<file path="config.mk">
export PLATFORM = sky130hd
export DESIGN_NAME = download_front
export DESIGN_NICKNAME = d
export VERILOG_FILES = /design/src/rtl/rom_pkg.sv /design/src/rtl/download_front.sv
export SDC_FILE = /design/constraint.sdc
export NUM_CORES = 1
export LEC_CHECK = 0
export BUFFER_PORTS_ARGS = -buffer_cell sky130_fd_sc_hd__buf_2
export CAP_MARGIN = 20
export CORE_MARGIN = 2
export CORE_UTILIZATION = 42
export CTS_CLUSTER_DIAMETER = 40
export DETAILED_ROUTE_END_ITERATION = 6
export MAX_ROUTING_LAYER = met4
export PLACE_DENSITY = 0.79
export SLEW_MARGIN = 30
export SYNTH_ARGS = -nofsm -noshare
export SYNTH_HDL_FRONTEND = slang
export SYNTH_SLANG_ARGS = --single-unit
</file>
<file path="constraint.sdc">
create_clock -name clk_sd -period 3.6 [get_ports clk_sd]
set_input_delay 0.72 -clock clk_sd [delete_from_list [all_inputs] [get_ports clk_sd]]
set_output_delay 0.72 -clock clk_sd [all_outputs]
set_load 0.1 [all_outputs]
</file>
<file path="src/rtl/rom_pkg.sv">
package rom_pkg;

	// ROM image layout
	localparam logic [16:0] DL_LIMIT     = 17'h1C200;
	localparam logic [24:0] GFX_BASE     = 25'h0007000;
	localparam logic [24:0] GFX_END      = 25'h000F000;
	localparam logic [15:0] SND_WORD_OFS = 16'hE100;

	localparam int BANK0_WORDS = 65536;
	localparam int BANK1_WORDS = 16384;

	// Read client tags
	localparam logic [1:0] TAG_CPU = 2'd0;
	localparam logic [1:0] TAG_SND = 2'd1;
	localparam logic [1:0] TAG_GFX = 2'd2;

	typedef struct packed {
		logic        download;
		logic        wr;
		logic [24:0] addr;
		logic [7:0]  data;
	} dl_stream_t;

	typedef struct packed {
		logic [16:0] addr;
		logic [7:0]  data;
	} dl_write_t;

	typedef struct packed {
		logic [15:0] addr;
		logic [1:0]  ds;
		logic [15:0] data;
	} bank_wr_t;

	typedef struct packed {
		logic [15:0] addr;
		logic [1:0]  tag;
	} rd_req_t;

	typedef struct packed {
		logic [7:0] hi;
		logic [7:0] lo;
	} rom_bytes_t;

	// Sound reads the whole word and the CPU picks one byte
	typedef union packed {
		logic [15:0] word;
		rom_bytes_t  bytes;
	} rom_word_u;

	typedef struct packed {
		logic       valid;
		logic [1:0] tag;
		rom_word_u  data;
	} rd_rsp_t;

endpackage

</file>
<file path="src/rtl/download_front.sv">
module download_front
	import rom_pkg::*;
(
	input  logic       clk_sd,
	input  logic       rst_n,
	input  dl_stream_t dl,
	input  logic       status_reset,
	input  logic       button_reset,
	output logic       wr0_req,
	output logic       wr1_req,
	output bank_wr_t   wr0,
	output bank_wr_t   wr1,
	output logic       dl_core_wr,
	output dl_write_t  dl_core,
	output logic       downloading,
	output logic       core_reset
);

	logic        wr_last;
	logic        dl_last;
	logic        rom_loaded;
	logic        wr_rise;
	logic        in_gfx;
	logic [24:0] gfx_ofs;

	assign wr_rise = dl.download & dl.wr & ~wr_last;
	assign in_gfx  = (dl.addr >= GFX_BASE) && (dl.addr < GFX_END);
	assign gfx_ofs = dl.addr - GFX_BASE;

	// Core gets the low part of the image as it streams past
	assign dl_core_wr  = dl.download & dl.wr & (dl.addr < {8'd0, DL_LIMIT});
	assign dl_core     = '{addr: dl.addr[16:0], data: dl.data};
	assign downloading = dl.download;

	always_ff @(posedge clk_sd or negedge rst_n) begin
		if (!rst_n) begin
			wr_last    <= 1'b0;
			dl_last    <= 1'b0;
			rom_loaded <= 1'b0;
			core_reset <= 1'b1;
			wr0_req    <= 1'b0;
			wr1_req    <= 1'b0;
		end else begin
			wr_last <= dl.wr;
			dl_last <= dl.download;
			if (dl_last && !dl.download)
				rom_loaded <= 1'b1;
			core_reset <= status_reset | button_reset | ~rom_loaded;
			if (wr_rise) begin
				wr0_req <= ~wr0_req;
				if (in_gfx)
					wr1_req <= ~wr1_req;
			end
		end
	end

	always_ff @(posedge clk_sd) begin
		if (wr_rise) begin
			wr0.addr <= dl.addr[16:1];
			wr0.ds   <= {dl.addr[0], ~dl.addr[0]};
			wr0.data <= {dl.data, dl.data};
		end
		// Upper 16 KB of tile data lands in the high byte
		if (wr_rise && in_gfx) begin
			wr1.addr <= {2'b00, gfx_ofs[13:0]};
			wr1.ds   <= {gfx_ofs[14], ~gfx_ofs[14]};
			wr1.data <= {dl.data, dl.data};
		end
	end

endmodule

</file>
==> flow_metrics.tcl <==
set metrics [dict create \
    p_int_mw 0.9041 \
    cp_cell_sequence "buf_2 -> nor4_2 -> nand2_1 -> nor3_2 -> buf_2" \
    final-max-slew-violation-count 0 \
    cts_made_buffers 5 \
    r2r_end "wr1[18]" \
    antenna_cells 0 \
    drt_iter0_drc 39 \
    dr_total_vias 1250 \
    grt-ovfl-total 0 \
    synthTopCellsByCount "edfxtp_1 (50), buf_4 (44), dfrtp_1 (5), inv_1 (4), xor2_1 (4)" \
    critPathArrivalTime_ns 1.84 \
    path_clk_slew_ns 0.09 \
    r2r_slack_ns 2.19 \
    cts-root-buf "clkbuf_8" \
    crit_path_frequent_cell "buf_2" \
    cp_top_family "simple AND/OR/NAND/NOR gates" \
    die_x_um 75.56 \
    clockPowerShare 0.233 \
    cellPowerDensity_mw_per_mm2 513.5 \
    fin_area_sq_mm 0.002691 \
    hp-class "input pin to asynchronous set/reset pin" \
    antenna_found_initial 0 \
    synth_area_sq_mm 0.002151 \
    routed_wl_um 4103 \
    fin_setup_tns_ns 0 \
    crit_slowest_cell "buf_2" \
    drive_gt1_frac 0.6622 \
    clk_path_buf_depth 2 \
    postSynthAreaPerCell_sq_um 17.35 \
    avgRoutedWirePerCell_um 13.91 \
    async_reset_ff_frac 0.1071 \
    core_area_sq_mm 0.005010 \
    r2r_cells 3 \
    io_pins 137 \
    cts.sinks 56 \
    critPathMaxFanout 2 \
    grt_usage 0.1355 \
    firstDrtPassIters 4 \
    dpl_cell_area_sq_mm 0.002605 \
    pwr-share-comb 0.237 \
    outcome "completed" \
    whs_ns 0.2189 \
    dieArea_sq_mm 0.005709 \
    cp-start-kind "input pin" \
    maxCapViolations 0 \
    remaining_drc_errors 0 \
    synthToLayoutAreaGrowth_pct 25.13 \
    ys_types 17 \
    cts.repair.resized 0 \
    synth-seq-area-share 0.7685 \
    power_switching_mw 0.4780 \
    power_mw 1.382 \
    r2r_start "wr_last" \
    grt_pass1_vias 1068 \
    rows 26 \
    yosys_warnings 0 \
    required_ns 2.88 \
    start_util 0.4293 \
    htreeDepth 2 \
    cts_tree "yes" \
    crit_path_end_kind "output pin" \
    nFillCells 439 \
    seqPwrFrac 0.530 \
    leakagePower_nw 1.192 \
    timing.fmax_mhz 390.6 \
    fin_crit_sh 0.7112 \
    path_buf_inv 2 \
    syn_inst 124 \
    synthFlopType "edfxtp_1" \
    rsz0062_at_grt "no" \
    antenna_left 0 \
    cts_setup_buffers 0 \
    synth_area_leaders "edfxtp_1 (70%), buf_4 (15%), dfrtp_1 (5.8%)" \
    hold_viol 0 \
    place_congestion 0.7413 \
    clk_latency_ns 0.30 \
    grt_pass1_wl_um 5223 \
    portBuffers 134 \
    fin_crit_ns 2.560 \
    swShare 0.3459 \
    clock_skew_ns 0.004145 \
    synth_top_area_frac 0.6981 \
    die_h_um 75.56 \
    synth-seq-cells 56 \
    synth_edf_count 50 \
    finalSetupViolCount 0 \
    crit_path_max_incr_delay_ns 0.44 \
    hpwl_um 3212 \
    grt_max_degree 28 \
    max-vdd-ir-drop_v 0.0003584 \
    viasPerCell 4.237 \
    fin_util 0.5372 \
    path_class "input pin to output pin" \
    synth_most_common_cell "edfxtp_1" \
    synth_top_cell_by_area "edfxtp_1" \
    nets 264 \
    cts_hold_buf 0 \
]
==> flip-flops by register name, indices dropped and copies added, names as in the netlist <==
name / count
core_reset: 1
dl_last: 1
rom_loaded: 1
wr0: 26
wr0_req: 1
wr1: 24
wr1_req: 1
wr_last: 1
==> power by group through the flow <==
| stage | Combinational, mW | Sequential (mW) | Clock (mW) |
|---|---|---|---|
| final | 0.328 | 0.732 | 0.322 |
| after global routing | 0.338 | 0.734 | 0.355 |
| after CTS | 0.330 | 0.732 | 0.334 |
| after detailed placement | 0.329 | 0.747 | 0 |
| after global placement | 0.326 | 0.747 | 0 |
| after floorplan | 0.182 | 0.853 | 0 |
==> worst reg2reg max path: cells and delay by family (launching register included) <==
family	cells	cell delay (ns)
buffers and inverters	1	0.36
DFF	1	0.38
and+or+nand+nor	2	0.32
==> cell usage in the layout, fill, tap and decap left out <==
cell type    n
a21o_1       1
a21oi_1      1
buf_2      134
buf_4        2
clkbuf_8     5
clkinv_1     1
clkinv_2     1
conb_1       2
dfrtp_1      5
dfstp_2      1
edfxtp_1    50
ha_1         1
inv_1        4
inv_6        1
nand2_1      3
nand3_1      2
nor2_1       1
nor2_2       1
nor3_2       1
nor4_1       1
nor4_2       2
nor4b_4      1
xor2_1       4
==> worst max path at each step <==
| stage | start | end | slack (ns) | cells past startpoint |
|---|---|---|---|---|
| floorplan | dl[33] | wr1[10] | 0.10 | 3 |
| global placement | dl[32] | dl_core_wr | 1.06 | 5 |
| detailed placement | dl[27] | dl_core_wr | 1.03 | 5 |
| CTS | dl[27] | dl_core_wr | 1.03 | 5 |
| global route | dl[27] | dl_core_wr | 0.93 | 5 |
| finish | dl[27] | dl_core_wr | 1.04 | 5 |
==> area by class of cell <==
cell class	instances	area, sq um	area share
Multi-Input combinational cell	21	163.9	0.06090
Clock buffer	5	68.82	0.02557
Timing Repair Buffer	136	685.7	0.2548
Tap cell	70	87.58	0.03254
Sequential cell	56	1653	0.6141
Clock inverter	3	17.52	0.006509
Inverter	4	15.01	0.005579
==> metrics by stage <==
step                std cells  setup slack, ns
finish                    295            1.040
global route              295           0.9292
CTS                       295            1.033
detailed placement        287            1.032
global placement          287            1.059
floorplan                 125           0.1036
==> metal layers <==
metal	GRT usage	part of all wire	vias up
li1	-	-	589
met1	0.1347	0.34	585
met2	0.2435	0.56	70
met3	0.04101	0.087	6
met4	0.05848	0.016	0
met5	-	0	-
==> cells by family after synthesis <==
group                    after synthesis  synth area share
AO/OA/AOI/OAI                          2          0.005816
adder cells (fa/ha/maj)                1          0.005816
buffers and inverters                 48            0.1606
AND/OR/NAND/NOR                       12           0.04130
other                                  1          0.001744
flip-flops                            56            0.7685
XOR/XNOR                               4           0.01629
Note: power is estimated with default switching activity, not from simulation.
